<file path="src/hdl/nnPkg.sv">
`default_nettype none

package nnPkg;

	// ------------------------------
	// layer sizes
	// ------------------------------
	localparam int NUM_INPUTS = 15; // activations per sample.
	localparam int NUM_NEURONS = 4;
	localparam int WORD_BITS = 24;
	localparam int ACT_BITS = 8;
	localparam int SAT_LIMIT = 4096; // any positive sum above this clips to full scale.
	localparam int BIAS_TAP = NUM_INPUTS; // the tap after the last weight holds the bias.
	localparam int TAP_BITS = $clog2(NUM_INPUTS + 1);
	localparam int NODE_BITS = $clog2(NUM_NEURONS);

	// ------------------------------
	// data types
	// ------------------------------
	typedef logic [WORD_BITS-1:0] wordT;
	typedef logic [ACT_BITS-1:0] actT;
	typedef wordT [NUM_INPUTS:0] weightRowT; // weights 0 to 14, then the bias.
	typedef weightRowT [NUM_NEURONS-1:0] weightMatrixT;
	typedef wordT [NUM_INPUTS-1:0] activationVecT;

	typedef struct packed
	{
		logic [NODE_BITS-1:0] neuron;
		logic [TAP_BITS-1:0] tap;
	} cfgAddrT;

	typedef enum logic [2:0]
	{
		COLLECT,
		IN_RELEASE,
		FIRE,
		WAIT_RESULT,
		EMIT,
		EMIT_RELEASE
	} seqStateT;

endpackage

`default_nettype wire

</file>
<file path="src/hdl/weightBank.sv">
`timescale 1ns/10ps
`default_nettype none

module weightBank
(
	input logic clk,
	input logic reset,
	input logic cfgReq,
	input nnPkg::cfgAddrT cfgAddr,
	input nnPkg::wordT cfgData,
	output logic cfgAck,
	output nnPkg::weightMatrixT weights
);

	nnPkg::weightMatrixT bankRegs; // one row of weights and a bias per neuron.
	logic writeEn;

	// a request is served once, on the edge where the ack rises.
	assign writeEn = cfgReq && !cfgAck;

	// ------------------------------
	// configuration handshake
	// ------------------------------
	always_ff @(posedge clk)
	begin
		if (reset)
		begin
			cfgAck <= 1'b0;
		end
		else if (writeEn)
		begin
			cfgAck <= 1'b1;
		end
		else if (!cfgReq && cfgAck)
		begin
			cfgAck <= 1'b0; // the host has released its request.
		end
	end

	// ------------------------------
	// register array
	// ------------------------------
	always_ff @(posedge clk)
	begin
		if (reset)
		begin
			bankRegs <= '0; // an unloaded layer computes with zero weights.
		end
		else if (writeEn)
		begin
			bankRegs[cfgAddr.neuron][cfgAddr.tap] <= cfgData;
		end
	end

	assign weights = bankRegs;

endmodule

`default_nettype wire

</file>
<file path="config.mk">
export PLATFORM = sky130hd
export DESIGN_NAME = weightBank
export DESIGN_NICKNAME = d
export VERILOG_FILES = /design/src/hdl/nnPkg.sv /design/src/hdl/weightBank.sv
export SDC_FILE = /design/constraint.sdc
export NUM_CORES = 2
export LEC_CHECK = 0
export ABC_CLOCK_PERIOD_IN_PS = 4000
export BUFFER_PORTS_ARGS = -buffer_cell sky130_fd_sc_hd__buf_2
export CAP_MARGIN = 25
export CORE_AREA = 3 3 619 621
export DETAILED_ROUTE_END_ITERATION = 12
export DIE_AREA = 0 0 622 624
export GPL_TIMING_DRIVEN = 0
export PLACE_DENSITY = 0.35
export SYNTH_ARGS = -nofsm -noshare
export SYNTH_HDL_FRONTEND = slang
export SYNTH_SLANG_ARGS = --single-unit
</file>
<file path="constraint.sdc">
create_clock -name clk -period 4 [get_ports clk]
set_input_delay 1 -clock clk [delete_from_list [all_inputs] [get_ports clk]]
set_output_delay 1 -clock clk [all_outputs]
set_load 0.01 [all_outputs]
</file>
# After elaboration in Yosys (flattened, before gate mapping)
# Index checks and enable logic that the tools add are counted.
# totals
register_bits,1537
latchBits,0
ramBits,0
mem_bits_ro,0
input_bits,33
word_cells,83
memories,0
# classes
addsub,0
n_mul,0
div_mod_pow,0
n_lt_le_gt_ge,4
eq_ne,0
shift,0
muxes,7
bitwise,0
reduce_logical,7
# ops
cell,count
$bwmux 1536,1
$demux 384 s2,1
$mux 384,1
$demux 24 s4,1
$mux 24,1
$lt 4x5->1 const B,1
$ge 4x1->1 const B,1
$logic_and 1x1->1,4
$lt 2x3->1 const B,1
$ge 2x1->1 const B,1
$logic_not 1->1,2
$mux 1,2
$reduce_bool 2->1,1

# Longest topological paths before layout
# depth
ltp_word,7
mapped_depth,8

# Worst setup path before layout
# Ideal clock, no wire load.
# synth_path
path_kind,input-to-reg
from,input cfgReq
to,register bankRegs (netlist bit weights[797])
arrival_time_ns,2.354
t_required_ns,3.868
path_slack_ns,1.514
cell_stages,7
path_cell_list,ha_1 > and3b_1 > clkbuf_1 > buf_2 > nand2_1 > buf_2 > mux2i_1
# synth_between
elab_chain_len,1
# synth_lines
element,line,rtl
start: declaration,weightBank.sv:8,"input logic cfgReq,"
$logic_and 1x1->1,weightBank.sv:19,assign writeEn = cfgReq && !cfgAck;
end signal: indexed assignment,weightBank.sv:51,bankRegs[cfgAddr.neuron][cfgAddr.tap] <= cfgData;
end: declaration,weightBank.sv:15,nnPkg::weightMatrixT bankRegs;
# No other way between the ends.
# A chain may end at the register's enable or synchronous reset.

==> impl_metrics.py <==
metrics = {
    "worst_setup_path": {
        "slowest_stage": "clkbuf_1",
        "crit_buf_inv": 5,
        "r2r-start": "cfgAck$_SDFFE_PP0P_",
        "worstSetupStartpoint": "reset",
        "start_kind": "primary input",
        "crit_arrival_ns": 4.17,
        "rr_worst_depth": 8,
        "critPathMostFrequentCell": "clkbuf_2",
        "cp_cell_sequence": "clkbuf_2, buf_12, clkbuf_2, nand2b_1, buf_2, clkbuf_1, mux2i_1",
        "crit-reg2reg-capture": "weights[1270]$_SDFFE_PP0P_",
        "crit_required_ns": 4.67,
        "crit_fanout": 11,
        "rrSetupSlack_ns": 0.71,
        "critPathTopFamily": "buffers and inverters",
        "crit_type": "primary input to flop",
        "worst-path-stages": 7,
        "endpoint_kind": "flop",
        "slowest_delay_ns": 0.85,
    },
    "cts": {
        "cts_sinks": 1537,
        "cts_setup_buffers": 0,
        "clk_pin_slew_ns": 0.06,
        "cts-root-buf": "clkbuf_16",
        "cts_tree": "done",
        "cts_made_buffers": 196,
        "postCtsHoldBufs": 0,
        "clock_latency_ns": 0.86,
        "cts_resized": 0,
        "cts.htree.levels": 4,
        "clock_path_buffers": 4,
    },
    "synth": {
        "ys_top_cells_by_count": "nand2b_1 (1560), dfxtp_1 (1537), mux2i_1 (1537)",
        "synth_nets": 5249,
        "synthDistinctLibCells": 22,
        "yosysWarnings": 0,
        "syn_area_um2": 58570,
        "yosysTopAreaCellShare_pct": 52.53,
        "syn_avg_cell_area_um2": 11.23,
        "synthCells": 5215,
        "synthTopCellsByArea": "dfxtp_1 (53%), mux2i_1 (26%), nand2b_1 (17%)",
        "yosysMostFrequentCell": "nand2b_1",
        "synthArstFlopShare_pct": 0,
        "yosysTopAreaCell": "dfxtp_1",
        "ys_ff_latch": 1537,
        "ys.flop_type": "dfxtp_1",
        "synth_edf_count": 0,
        "yosysSeqAreaShare_pct": 52.53,
    },
    "sta": {
        "clock_skew_ns": 0.04614,
        "slew_viol_final": 0,
        "final-setup-viol-count": 0,
        "worstMarginPinSlew_ns": 1.130,
        "grt_setup_unrepaired": "no",
        "hold_viol_final": 0,
        "timing.fmax_mhz": 285.3,
        "slew_headroom_pct": 24.64,
        "period_needed_ns": 3.506,
        "fin_crit_sh_pct": 87.64,
    },
    "cells_and_area": {
        "instances_no_fill": 12274,
        "drive_gt1_share_pct": 30.11,
        "syn2layout_area_growth_pct": 38.29,
        "nets": 7112,
    },
    "worst_hold_path": {
        "hold-path-cell-count": 2,
        "holdPathEnd": "weights[4]$_SDFFE_PP0P_",
        "hp-class": "flop to flop",
        "min_from": "weights[4]$_SDFFE_PP0P_",
    },
    "drt": {
        "wl_per_cell_um": 29.43,
        "viasPerCell": 3.717,
        "firstDrtPassIters": 5,
        "first_iter_violations": 2068,
        "drc_errors": 0,
        "routed_wl_um": 361200,
        "antenna_left": 0,
        "via_count": 45622,
    },
    "flow_run": {
        "drv_cap": 0,
    },
    "global_route": {
        "grt_pass1_vias": 46670,
        "overflow": 0,
        "antenna_found_initial": 48,
        "grt_max_degree": 16,
        "track_usage_pct": 17.85,
        "grt_pass1_wl_um": 466400,
    },
    "placed_design": {
        "port_buffers": 1568,
        "place_hpwl_um": 289000,
        "gp_congestion": 0.7976,
        "placed_cells": 11894,
    },
    "power": {
        "power.total_mw": 35.80,
        "ir_drop_v": 0.0002965,
        "cellLeakagePower_nw": 43.28,
        "power_density_nw_per_um2": 442.1,
    },
    "floorplanning": {
        "dieArea_um2": 388100,
        "initial_core_util_pct": 15.48,
        "fp.dieH_um": 624,
        "boundaryPins": 1570,
        "die_w_um": 622,
        "core_area_um2": 378300,
        "rows": 226,
    },
    "status": {
        "status": "complete, no violations",
    },
}
state kept, by name, summed over array words and instances (netlist names):
signal / cells
cfgAck: 1
weights: 1536
layer usage:
layer | part of all wire (%) | wire [µm] | track usage, % | vias to the layer above
li1 | - | - | - | 20919
met1 | 39 | 141300 | 20.00 | 22985
met2 | 51 | 185800 | 32.89 | 1379
met3 | 6.8 | 24650 | 5.075 | 339
met4 | 2.6 | 9403 | 4.459 | 0
met5 | 0 | 0 | 0 | -
worst min-delay path, stage by stage (launching register included):
cell and delay (ns):
dfxtp_1 0.30, nand2b_1 0.06, mux2i_1 0.06
report_power, final:
group          leakage [nW]  internal, mW  switching (mW)  total (mW)
Combinational          27.7         0.602            1.37        1.97
Sequential             12.4          15.4          0.0330        15.4
Clock                  3.23          10.9            7.52        18.4
placed cells by master, fill, tap and decap left out, types with 8 or more instances in the layout:
cell type,instances
diode_2,32
nand2_2,19
clkbuf_2,28
nand2_1,45
bufinv_16,14
buf_8,74
clkbuf_1,336
buf_4,37
buf_2,1686
clkinv_2,23
nand2b_1,1560
mux2i_1,1537
buf_12,10
buf_6,8
buf_1,15
clkbuf_8,51
dfxtp_1,1537
clkbuf_16,197
metrics by stage:
step / instance area, µm² / setup slack, ns / setup TNS (ns) / utilization [%] / hold WS, ns
after global placement: 72690 / -3.724 / -2621.54 / 19.21 / 0.4578
after floorplan: 58570 / 1.514 / 0 / - / 0.4926
after CTS: 80880 / 0.3256 / 0 / 21.38 / 0.4102
after global routing: 80920 / 0.3076 / 0 / 21.39 / 0.4679
final: 80990 / 0.4944 / 0 / 21.41 / 0.4684
after detailed placement: 74290 / -0.6144 / -47.93 / 19.64 / 0.4581
cell families after synthesis:
kind of cell / synth area share (%)
flops: 52.53
buf+inv: 3.617
fa+ha+maj: 0.02136
simple gates: 17.56
mux: 26.27
final cells by class:
| type | instances | area [µm²] |
|---|---|---|
| repair buffers | 1665 | 9387 |
| clock inverters | 56 | 803.3 |
| inverters | 1 | 3.754 |
| multi-input cells | 3185 | 25720 |
| well taps | 5016 | 6276 |
| diodes | 32 | 80.08 |
| clock buffers | 290 | 5789 |
| fillers | 41321 | 297400 |
| flip-flops and latches | 1537 | 30770 |
| plain buffers | 492 | 2168 |
how the worst max path moves through the flow:
stage	slack [ns]	endpoint
after floorplan	1.51	weights[797]$_SDFFE_PP0P_
after detailed placement	-0.61	weights[221]$_SDFFE_PP0P_
final	0.49	weights[77]$_SDFFE_PP0P_
after global placement	-3.72	weights[463]$_SDFFE_PP0P_
after CTS	0.33	weights[1253]$_SDFFE_PP0P_
after global routing	0.31	weights[1270]$_SDFFE_PP0P_
(Power assumes the default switching activity.)
