==> src/hdl/nnPkg.sv <==
`default_nettype none

package nnPkg;

	// ------------------------------
	// layer sizes
	// ------------------------------
	localparam int NUM_INPUTS = 15; // activations per sample.
	localparam int NUM_NEURONS = 4;
	localparam int WORD_BITS = 24;
	localparam int ACT_BITS = 8;
	localparam int SAT_LIMIT = 4096; // any positive sum above this clips to full scale.
	localparam int BIAS_TAP = NUM_INPUTS; // the tap after the last weight holds the bias.
	localparam int TAP_BITS = $clog2(NUM_INPUTS + 1);
	localparam int NODE_BITS = $clog2(NUM_NEURONS);

	// ------------------------------
	// data types
	// ------------------------------
	typedef logic [WORD_BITS-1:0] wordT;
	typedef logic [ACT_BITS-1:0] actT;
	typedef wordT [NUM_INPUTS:0] weightRowT; // weights 0 to 14, then the bias.
	typedef weightRowT [NUM_NEURONS-1:0] weightMatrixT;
	typedef wordT [NUM_INPUTS-1:0] activationVecT;

	typedef struct packed
	{
		logic [NODE_BITS-1:0] neuron;
		logic [TAP_BITS-1:0] tap;
	} cfgAddrT;

	typedef enum logic [2:0]
	{
		COLLECT,
		IN_RELEASE,
		FIRE,
		WAIT_RESULT,
		EMIT,
		EMIT_RELEASE
	} seqStateT;

endpackage

`default_nettype wire

==> src/hdl/layerIf.sv <==
`timescale 1ns/10ps
`default_nettype none

interface layerIf;

	logic fire; // one-cycle pulse that starts a sample in every neuron.
	nnPkg::activationVecT activations;
	logic [nnPkg::NUM_NEURONS-1:0] resultValid; // one bit per neuron.
	nnPkg::actT [nnPkg::NUM_NEURONS-1:0] results;

	modport seq
	(
		output fire,
		output activations,
		input resultValid,
		input results
	);

	modport node
	(
		input fire,
		input activations,
		output resultValid,
		output results
	);

endinterface

`default_nettype wire

==> src/hdl/layerSequencer.sv <==
`timescale 1ns/10ps
`default_nettype none

module layerSequencer
(
	input logic clk,
	input logic reset,
	input logic inReq,
	input nnPkg::wordT inData,
	output logic inAck,
	output logic outReq,
	output logic [1:0] outIndex,
	output nnPkg::actT outData,
	input logic outAck,
	layerIf.seq layer
);

	nnPkg::seqStateT state;
	logic [nnPkg::TAP_BITS-1:0] count; // index of the next activation.
	nnPkg::activationVecT actVec;
	nnPkg::actT [nnPkg::NUM_NEURONS-1:0] resultBuf;
	logic lastInput;
	logic lastOutput;

	assign lastInput = (count == nnPkg::TAP_BITS'(nnPkg::NUM_INPUTS - 1));
	assign lastOutput = (outIndex == 2'(nnPkg::NUM_NEURONS - 1));

	// ------------------------------
	// state machine
	// ------------------------------
	always_ff @(posedge clk)
	begin
		if (reset)
		begin
			state <= nnPkg::COLLECT;
			count <= '0;
			inAck <= 1'b0;
			outReq <= 1'b0;
			outIndex <= '0;
		end
		else
		begin
			case (state)
				nnPkg::COLLECT:
				begin
					if (inReq)
					begin
						inAck <= 1'b1;
						state <= nnPkg::IN_RELEASE;
					end
				end
				nnPkg::IN_RELEASE:
				begin
					if (!inReq)
					begin
						inAck <= 1'b0;
						if (lastInput)
						begin
							count <= '0;
							state <= nnPkg::FIRE;
						end
						else
						begin
							count <= count + 1'b1;
							state <= nnPkg::COLLECT;
						end
					end
				end
				nnPkg::FIRE:
				begin
					state <= nnPkg::WAIT_RESULT; // the neurons sample fire on this edge.
				end
				nnPkg::WAIT_RESULT:
				begin
					if (&layer.resultValid)
					begin
						outIndex <= '0;
						outReq <= 1'b1;
						state <= nnPkg::EMIT;
					end
				end
				nnPkg::EMIT:
				begin
					if (outAck)
					begin
						outReq <= 1'b0;
						state <= nnPkg::EMIT_RELEASE;
					end
				end
				nnPkg::EMIT_RELEASE:
				begin
					if (!outAck)
					begin
						if (lastOutput)
						begin
							state <= nnPkg::COLLECT; // the sample is done.
						end
						else
						begin
							outIndex <= outIndex + 2'd1;
							outReq <= 1'b1;
							state <= nnPkg::EMIT;
						end
					end
				end
				default:
				begin
					state <= nnPkg::COLLECT;
				end
			endcase
		end
	end

	// ------------------------------
	// payload registers
	// ------------------------------
	always_ff @(posedge clk)
	begin
		if (state == nnPkg::COLLECT && inReq)
			actVec[count] <= inData;
		if (state == nnPkg::WAIT_RESULT && &layer.resultValid)
			resultBuf <= layer.results;
	end

	assign layer.fire = (state == nnPkg::FIRE);
	assign layer.activations = actVec;
	assign outData = resultBuf[outIndex]; // both operands are held while outReq is high.

endmodule

`default_nettype wire

==> src/flat_wrapper.sv <==
// flat-port wrapper written by rule: the top's interface ports become plain ports
module layerSequencer_flat 
  (clk, reset, inReq, inData, inAck, outReq, outIndex, outData, outAck, layer_fire, layer_activations, layer_resultValid, layer_results);
  layerIf layer_i ();
  input logic clk;
  input logic reset;
  input logic inReq;
  input nnPkg::wordT inData;
  output logic inAck;
  output logic outReq;
  output logic [1:0] outIndex;
  output nnPkg::actT outData;
  input logic outAck;
  output wire logic [$bits(layer_i.fire)-1:0] layer_fire;
  output wire logic [$bits(layer_i.activations)-1:0] layer_activations;
  input wire logic [$bits(layer_i.resultValid)-1:0] layer_resultValid;
  input wire logic [$bits(layer_i.results)-1:0] layer_results;
  assign layer_fire = layer_i.fire;
  assign layer_activations = layer_i.activations;
  assign layer_i.resultValid = layer_resultValid;
  assign layer_i.results = layer_results;
  layerSequencer u_core (.clk(clk), .reset(reset), .inReq(inReq), .inData(inData), .inAck(inAck), .outReq(outReq), .outIndex(outIndex), .outData(outData), .outAck(outAck), .layer(layer_i));
endmodule
==> config.mk <==
export PLATFORM = sky130hd
export DESIGN_NAME = layerSequencer_flat
export DESIGN_NICKNAME = d
export VERILOG_FILES = /design/src/hdl/nnPkg.sv /design/src/hdl/layerIf.sv /design/src/hdl/layerSequencer.sv /design/src/flat_wrapper.sv
export SDC_FILE = /design/constraint.sdc
export NUM_CORES = 1
export LEC_CHECK = 0
export ABC_CLOCK_PERIOD_IN_PS = 3800
export BUFFER_PORTS_ARGS = -buffer_cell sky130_fd_sc_hd__clkbuf_2
export CORE_AREA = 2 2 171 173
export CTS_BUF_LIST = sky130_fd_sc_hd__clkbuf_8
export DETAILED_ROUTE_END_ITERATION = 10
export DIE_AREA = 0 0 173 175
export PLACE_DENSITY = 0.72
export SLEW_MARGIN = 30
export SYNTH_ARGS = -nofsm -noshare
export SYNTH_HDL_FRONTEND = slang
export SYNTH_SLANG_ARGS = --single-unit
==> constraint.sdc <==
create_clock -name clk -period 3.8 [get_ports clk]
set_input_delay 0.19 -clock clk [delete_from_list [all_inputs] [get_ports clk]]
set_output_delay 0.19 -clock clk [all_outputs]
set_load 0.02 [all_outputs]
[Word level (Yosys, flattened, before mapping)]
Index checks and enable logic that the tools add are counted.
Word-level totals
  output and inout bits: 373
  word-level logic and storage cells: 82
  bits in registers: 403
  input bits: 64
Operators by class
  reduce and logical (&&, ||, !) cells: 13
  mux-type cells: 26
  bitwise logic cells: 1
  eq/ne operators: 13
  $lt $le $gt $ge: 3
  add/subtract/negate cells: 2
Operators by type and width (count)
  bitwise mux 360 bit: 1
  demux 24 bit (select 4 bit): 1
  2-to-1 mux 24 bit: 1
  2-to-1 mux 3 bit: 6
  one-hot mux 3 bit (6 select lines): 1
  binary-select mux 8 bit (select 2 bit): 1
  inequality test 2 bit, second input constant: 5
  AND reduction 5 bit: 2
  2-to-1 mux 2 bit: 4
  2-to-1 mux 8 bit: 1
  AND reduction 4 bit: 2
  == test 3 x 2 -> 1 bit, second input constant: 2
  == test 3 bit, second input constant: 2
  2-to-1 mux 1 bit: 6
  < comparator 4 x 5 -> 1 bit, second input constant: 1
  adder 4 x 1 -> 4 bit, second input constant: 1
  == test 4 bit, second input constant: 1
  >= comparator 4 x 1 -> 1 bit, second input constant: 1
  2-to-1 mux 4 bit: 1
  one-hot mux 2 bit (2 select lines): 1
  nonzero test 2 bit: 2
  == test 3 x 1 -> 1 bit, second input constant: 1
  logical AND 1 bit: 3
  logical NOT 3 bit: 1
  10 further kinds: 10

[Depth between registers and ports, before layout]
Gate-level depths: netlist (run 1).
  depth after elaboration: 5
  depth in mapped cells: 5
  mapped depth without buffers: 5

[Worst setup path before layout (run 1)]
OpenSTA, ideal clock, no wires.
  path kind: flip-flop to flip-flop
  from: register u_core.state[2]
  to: register u_core.actVec (netlist bit u_core.layer.activations[288]), enable pin
  library setup time: 0.435 ns
  setup slack: 0.507 ns
  buffers on the path: 1
  clock period less this slack: 3.293 ns
  cell stages (with the launch flop): 6
  data required time: 3.365 ns
  arrival time: 2.858 ns
  cells stage by stage: dfxtp_1 -> clkbuf_1 -> or3b_2 -> nor2_1 -> nand3_1 -> nor3_1
On the way
  longest elaborated chain between the ends: 2
RTL lines
  start, declared: line layerSequencer.sv:18  | nnPkg::seqStateT state;
  start signal, assigned: line layerSequencer.sv:35  | state <= nnPkg::COLLECT;
  start signal, assigned: line layerSequencer.sv:49  | state <= nnPkg::IN_RELEASE;
  start signal, assigned: line layerSequencer.sv:60  | state <= nnPkg::FIRE;
  logical NOT 3 bit: line layerSequencer.sv:119  | if (state == nnPkg::COLLECT && inReq)
  logical AND 1 bit: line layerSequencer.sv:119
  end signal, assigned by index: line layerSequencer.sv:120  | actVec[count] <= inData;
  end, declared: line layerSequencer.sv:20  | nnPkg::activationVecT actVec;
No other way between the ends.
A chain may end at the register's enable or synchronous reset.

[Worst setup path in the final report (run 1)]
  from: register u_core.state[0]
  to: register u_core.actVec (netlist bit u_core.layer.activations[116]), enable pin
Same word-level chain as after synthesis.

==> results of run 1 <==
## critical path: cells and delay by family, from the launching register on
kind,cells,cell delay (ns)
AND/OR/NAND/NOR,3,1.34
flip-flops,1,0.42
buffers and inverters,1,0.40
## final timing paths
check,endpoint,slack [ns],cells after the start
worst min-delay path,u_core.layer.activations[104],0.03,1
worst min register to register,u_core.outReq,0.50,2
worst max-delay path,u_core.layer.activations[116],1.30,4
worst max register to register,u_core.layer.activations[116],1.30,4
## metrics by stage
stage	power (mW)	utilization [%]	std cells	instance area [µm²]	setup slack [ns]
floorplan	5.06	-	499	12700	0.507
global placement	5.18	54.5	1320	15500	1.42
detailed placement	5.18	54.5	1320	15500	1.24
CTS	8.24	59.7	1470	16900	1.24
global route	8.44	59.7	1470	16900	1.08
finish	8.18	59.7	1470	16900	1.30
## per-layer routing
metal	part of all wire, %	vias up	global-route usage (%)
li1	-	3107	-
met1	35	3523	24.4
met2	53	388	38.2
met3	9.1	63	7.51
met4	3.3	0	8.62
met5	0	-	0
## synth_stat cells, drive strengths merged
| cell type | number |
|---|---|
| nand3 | 6 |
| o21ai | 1 |
| and3 | 1 |
| or3b | 1 |
| or2 | 1 |
| nand2b | 2 |
| nand2 | 7 |
| nor3 | 8 |
| buf | 3 |
| or3 | 2 |
| nor4b | 2 |
| mux4 | 8 |
| a21o | 1 |
| or4b | 1 |
| o2111a | 1 |
| a221oi | 1 |
| nand4 | 1 |
| nand4b | 1 |
| a2111oi | 1 |
| dfxtp | 11 |
| inv | 5 |
| xnor2 | 1 |
| clkbuf | 6 |
| a211o | 1 |
| a211oi | 1 |
| nand3b | 4 |
| a31oi | 2 |
| edfxtp | 392 |
| nor2b | 1 |
| nor2 | 17 |
| ha | 1 |
| or4 | 1 |
| a21oi | 7 |
## layout by cell type, fill, tap and decap left out, types with 2 or more instances in the layout
cell | Yosys | layout
buf_4 | 0 | 10
clkinv_1 | 0 | 15
clkbuf_8 | 0 | 60
a21oi_1 | 7 | 7
nor2_4 | 0 | 10
clkinvlp_4 | 0 | 2
clkbuf_2 | 1 | 436
mux4_2 | 8 | 8
nand2b_1 | 2 | 2
or3_1 | 2 | 2
inv_2 | 2 | 2
nand2_1 | 7 | 7
nand3b_1 | 4 | 4
dlygate4sd3_1 | 0 | 43
inv_1 | 3 | 18
nand3_1 | 6 | 6
nor3_2 | 0 | 5
nor3_1 | 8 | 3
edfxtp_1 | 392 | 392
clkinv_2 | 0 | 12
nor2_1 | 17 | 7
a31oi_1 | 2 | 2
dfxtp_1 | 11 | 11
## cell type report
| cell class | count | area, µm² |
|---|---|---|
| flip-flops and latches | 403 | 12000 |
| multi-input cells | 82 | 716 |
| clock inverters | 47 | 229 |
| inverters | 5 | 18.8 |
| fillers | 2047 | 11400 |
| well taps | 384 | 480 |
| clock buffers | 60 | 826 |
| repair buffers | 489 | 2690 |
## power breakdown
group | total, mW | switching (mW) | internal [mW]
Sequential | 4.91 | 0.0119 | 4.90
Clock | 3.05 | 1.57 | 1.49
Combinational | 0.214 | 0.140 | 0.0737
Total | 8.18 | 1.72 | 6.46
## cell families (layout without fill, tap and decap cells)
kind of cell	after synthesis	count (layout)	share of synthesized area, %
AO/OA/AOI/OAI	16	16	0.879
XOR/XNOR	1	1	0.0692
adder cells (fa/ha/maj)	1	1	0.0988
buffers and inverters	14	601	0.445
flip-flops	403	403	94.7
multiplexers	8	8	1.42
AND/OR/NAND/NOR	56	56	2.39
## registers in the layout (all words and copies together), names as in the netlist
name	flops
u_core.state	3
u_core.outIndex	2
u_core.inAck	1
u_core.count	4
u_core.layer.activations	360
u_core.resultBuf	32
u_core.outReq	1
==> summary.txt, run 1 <==
Setup path
  – CP Cell Sequence: nor2_1 > nand4_1 > nor3_2 > buf_4
  – CP peak stage delay: between 0.7 and 0.8 ns
  – Crit. End Element: flip-flop
  – CP Class: flip-flop to flip-flop
  – CP required: 4.07 ns
  – Peak fanout along the critical path: 12
  – Worst setup SP type: flip-flop
  – Slowest CP cell: nor3_2
  – R2r startpoint: u_core.state[0]
  – Critical path arrival: 2.77 ns
  – Critical Path Source: u_core.state[0]

STA
  – Final hold violation count: 0
  – Count of pins over their slew limit: 0
  – Fmax: around 0.40 GHz
  – Hold slack: approximately 0.028 ns
  – Final min period: about 2.5 ns
  – Period utilization: between 60% and 70%
  – Final clock skew: roughly 0.013 ns
  – Fin Setup TNS: 0 ns
  – Worst-Margin Slew: around 0.95 ns
  – Worst rel slew slack: ~37%
  – RSZ-0062 raised after global routing: no
  – # setup viols final: 0

Synth
  – Post-Syn Area: 0.0127 mm²
  – Register bit total from synthesis: 403
  – Seq/Total Area, Yosys: a little over nine tenths
  – Average size of a mapped cell: around 25 µm²
  – Cell taking the most area after synthesis: edfxtp_1
  – Synth area leaders: edfxtp_1, dfxtp_1, mux4_2
  – Syn Inst Count: about 500
  – Top cell type's share of synthesized area: around 93%
  – Unique masters post-synth: 37
  – Synth warn: 0
  – Syn nets: ~560

Routing
  – WL per Instance: approximately 23 µm
  – Final antenna-violating net count: 0
  – Post-Route WL: ~34000 µm
  – DR DRC count: 0
  – Iteration-0 DRC Markers: between 700 and 800
  – Via count: 7081
  – Number of vias per cell: around 4.8
  – First-pass detailed-route iteration total: 5

Placed design
  – Gpl congestion: 0.828
  – Hpwl dp: between 20000 and 25000 µm
  – PortBufs: 436

Outcome
  – Status: finished, final reports clean

Clocking
  – Clock transition at path regs: 0.06 ns
  – Hold-fix buffers, CTS: 43
  – Clock Path Buffers: 3
  – Worst skew pair latency: slightly below 0.6 ns
  – CTS tree: built
  – Root Buffer: clkbuf_8
  – Num CTS Buffers: 60
  – H-tree Lvls: 2
  – Post-cts sizing count: 0
  – Post-CTS setup buffer count: 0
  – TritonCTS Sinks: between 400 and 500

Worst hold path
  – Tightest Hold Check Type: primary input to flip-flop
  – Worst Hold Launch: inData[8]

Floorplan
  – Core Box Area: about 0.028 mm²
  – Die width: roughly 170 µm
  – FP Rows: 62
  – Starting Density: about 45%
  – Area of the die: just over 0.03 mm²
  – Num ports: around 440
  – Die height: around 180 µm

Finish
  – Final nets: roughly 1.1k
  – Layout cells sized above 1: approximately half
  – ANT cells: 0
  – Area grow syn2layout: 33.8%

GRT
  – Total GRT Usage: between 20% and 30%
  – First-pass GRT wire length: 47300 µm
  – Vias in the first global route: around 7k
  – Largest net degree at the start of global routing: 34
  – Initial antenna violation count: 0
  – Grt ovf: 0

Power
  – Leakage: 6.48 nW
  – Pwr per Cell Area: between 400 and 500 mW/mm²
  – VDD IR-drop max: approximately 0.26 mV

Job
  – Max_cap viols: 0
(Power assumes the default switching activity.)
==> inputs of run 2 (changes only) <==
ABC_AREA = 1   (was unset)
ABC_CLOCK_PERIOD_IN_PS = 2600   (was 3800)
CORE_AREA = 2 2 170 172   (was 2 2 171 173)
DIE_AREA = 0 0 172 174   (was 0 0 173 175)
PLACE_DENSITY = 0.74   (was 0.72)
clock period = 2.6 ns   (was 3.8 ns; I/O delays follow)
==> run 2 against run 1 <==
  * Sequential share of layout area fell by 1.3 points
  * Sequential cell count did not move
  * Clock power up 42%
  * First-iteration DRC count is 18% lower
  * Synthesized cell count rose by 15%
  * Global-route usage rose by 1.3 points
  * Via count increased by 9.0%
  * Non-clock buffer count is 24 higher
  * Total power increased by 64%
  * Sequential power rose by 53%
  * Critical path depth rose by 1
  * Largest power group unchanged
  * Core utilization up 1.5 points
  * Critical endpoint is now outData[6]
==> summary.txt, run 2 <==
Outcome
  – Status: finished, final reports clean

Synth
  – Synth async-reset ratio: 0% (unchanged)
  – Top cell type's share of synthesized area: 92.1% (-0.85 points)
  – Post-synth top flop: edfxtp_1
  – Unique masters post-synth: 24 (-35%)
  – Synth warn: 0 (unchanged)
  – Register bit total from synthesis: 403 (unchanged)
  – Cell taking the most area after synthesis: edfxtp_1
  – Synth area leaders: edfxtp_1, dfxtp_1, nor2_1
  – Syn nets: 641 (+14%)
  – Average size of a mapped cell: 22.2 µm² (-13%)
  – Syn Inst Count: 576 (+15%)
  – Post-synth EDFFs: 392 (unchanged)
  – Top cells by count, synth: edfxtp_1, nor2_1, nand2_1, inv_1, o21ai_0
  – Count leader, synth: edfxtp_1
  – Post-Syn Area: 0.0128 mm² (+0.92%)
  – Seq/Total Area, Yosys: 93.8% (-0.86 points)

Finish
  – Most frequent cells in the layout: clkbuf_2, edfxtp_1, clkbuf_8
  – Max reg flops: 360 (unchanged)
  – Commonest non-fill, non-tap cell in the layout: clkbuf_2
  – Area grow syn2layout: 35.1%
  – ANT cells: 0 (unchanged)
  – Area of the multi-input gates: 790 µm² (+10%)
  – FF+latch area: 0.0120 mm² (unchanged)
  – Layout cells sized above 1: 46.9% (-4.1 points)
  – Final nets: 1209 (+9.3%)
  – Fin cells: 1571 (+6.9%)
  – Fillers: 2074 (+1.3%)
  – Fin util: 61.1% (+1.5 points)

GRT
  – Total GRT Usage: 23.1% (+1.3 points)
  – Initial antenna violation count: 0 (unchanged)
  – Grt ovf: 0 (unchanged)
  – Vias in the first global route: 7688 (+9.3%)
  – Largest net degree at the start of global routing: 33 (-2.9%)
  – First-pass GRT wire length: 49700 µm (+5.1%)

STA
  – Fmax: between 0.4 and 0.5 GHz
  – # setup viols final: 0 (unchanged)
  – Period utilization: 83.0%
  – Final min period: around 2.2 ns
  – Final clock skew: 0.0204 ns (+0.00717 ns)
  – Worst-Margin Slew: 0.460 ns (-0.489 ns)
  – Hold slack: 0.0206 ns (-0.00764 ns)
  – RSZ-0062 raised after global routing: no
  – Final worst slack: 0.442 ns (-0.859 ns)
  – Count of pins over their slew limit: 0 (unchanged)
  – Final hold violation count: 0 (unchanged)
  – Worst rel slew slack: 69.3% (+33 points)

Setup path
  – CP required: 2.47 ns (-1.60 ns)
  – Critical path arrival: 2.03 ns (-0.74 ns)
  – Peak fanout along the critical path: 20 (+8)
  – Worst setup SP type: flip-flop
  – CP Class: flip-flop to primary output
  – Crit. End Element: primary output

Routing
  – Iteration-0 DRC Markers: 596 (-18%)
  – Final antenna-violating net count: 0 (unchanged)
  – Post-Route WL: 35500 µm (+5.8%)
  – Via count: 7717 (+9.0%)
  – Number of vias per cell: 4.91 (+2.0%)
  – WL per Instance: 22.6 µm (-1.0%)
  – DR DRC count: 0 (unchanged)
  – Routed met2 length: 18000 µm (+1.7%)
  – First-pass detailed-route iteration total: 5 (unchanged)
  – Metal3 WL: 3390 µm (+11%)
  – Uppermost routed layer: met4
  – Met1 wire length: 12500 µm (+6.9%)

Job
  – Max_cap viols: 0 (unchanged)

Clocking
  – Num CTS Buffers: 58 (-3.3%)
  – Clock transition at path regs: 0.06 ns (about the same)
  – CTS tree: built
  – Clock Path Buffers: 3 (unchanged)
  – Worst skew pair latency: 0.59 ns (about the same)
  – Post-cts sizing count: 0 (unchanged)
  – H-tree Lvls: 2 (unchanged)
  – Post-CTS setup buffer count: 0 (unchanged)
  – Root Buffer: clkbuf_8
  – Hold-fix buffers, CTS: 52 (+21%)
  – TritonCTS Sinks: 403 (unchanged)

Worst hold path
  – Tightest Hold Check Type: primary input to flip-flop

Placed design
  – PortBufs: 436 (unchanged)
  – Placed cells: 1416 (+7.3%)
  – Worst slack, placed: 0.494 ns (-0.749 ns)
  – Gpl congestion: 0.836 (+0.86%)
  – Hpwl dp: 24000 µm (+6.1%)

Power
  – Pwr per Cell Area: 776 mW/mm² (+61%)
  – VDD IR-drop max: 0.466 mV (+79%)
  – Leakage: 6.73 nW (+3.8%)

Floorplan
  – Die width: 172 µm (-0.58%)
  – Area of the die: 0.0299 mm² (-1.1%)
  – Core Box Area: 0.0282 mm² (-0.55%)
  – Num ports: 437 (unchanged)
  – Starting Density: 45.3% (+0.66 points)
  – FP Rows: 62 (unchanged)
  – Die height: 174 µm (-0.57%)
==> run 2: changes by cell type in the layout (fill, tap and decap cells not counted), moves of 9 or more <==
cell / delta
buf_4: +13
nand2_1: +27
nor2_1: +23
clkinv_2: -10
dlygate4sd3_1: +9
o21ai_0: +16
inv_1: +22
==> run 2: worst paths after layout <==
path / start / end / slack, ns / depth (start not counted)
worst max-delay path: u_core.outIndex[0] / outData[6] / 0.44 / 5
worst min-delay path: outAck / u_core.outReq / 0.02 / 6
worst max register to register: u_core.state[1] / u_core.layer.activations[151] / 0.49 / 8
worst min register to register: u_core.outReq / u_core.outReq / 0.47 / 2
==> run 2: kinds of logic after synthesis <==
logic type               after synthesis  synth area share (%)
AND/OR/NAND/NOR                      103                  3.48
flip-flops                           403                  93.8
AO/OA/AOI/OAI                         40                  1.68
adder cells (fa/ha/maj)                1                0.0979
buffers and inverters                 29                 0.910
==> run 2: area by class of cell <==
class,instances,share of cell area (%)
clock inverter,44,1.09
clock buffer,59,4.70
tap,384,2.78
inverter,24,0.522
multi-input combinational,144,4.57
sequential,403,69.4
timing repair buffer,513,16.9
==> run 2: stage by stage <==
step           cell area (µm²)  TNS (ns)  total power, mW
6_report                 17300         0             13.4
4_1_cts                  17300         0             13.5
5_1_grt                  17300         0             13.9
2_1_floorplan            12800    -13.68             8.45
3_3_place_gp             15700         0             9.10
3_5_place_dp             15700         0             9.14
==> run 2: critical path: stages, from the launching register on <==
cell	delay [ns]
dfxtp_1	0.29
buf_4	0.19
inv_1	0.36
o21ai_0	0.14
o22ai_1	0.22
clkbuf_2	0.23
==> run 2: layer usage <==
metal | up-vias | global-route usage [%]
met4 | 0 | 10.2
met1 | 3762 | 27.0
met3 | 104 | 6.53
met2 | 493 | 39.6
li1 | 3358 | -
met5 | - | 0
==> run 2: power by group <==
group / internal [mW] / switching (mW) / total [mW] / leakage [nW]
registers: 7.39 / 0.142 / 7.53 / 3.62
clock network: 2.11 / 2.22 / 4.33 / 0.591
logic: 0.439 / 1.10 / 1.54 / 2.52
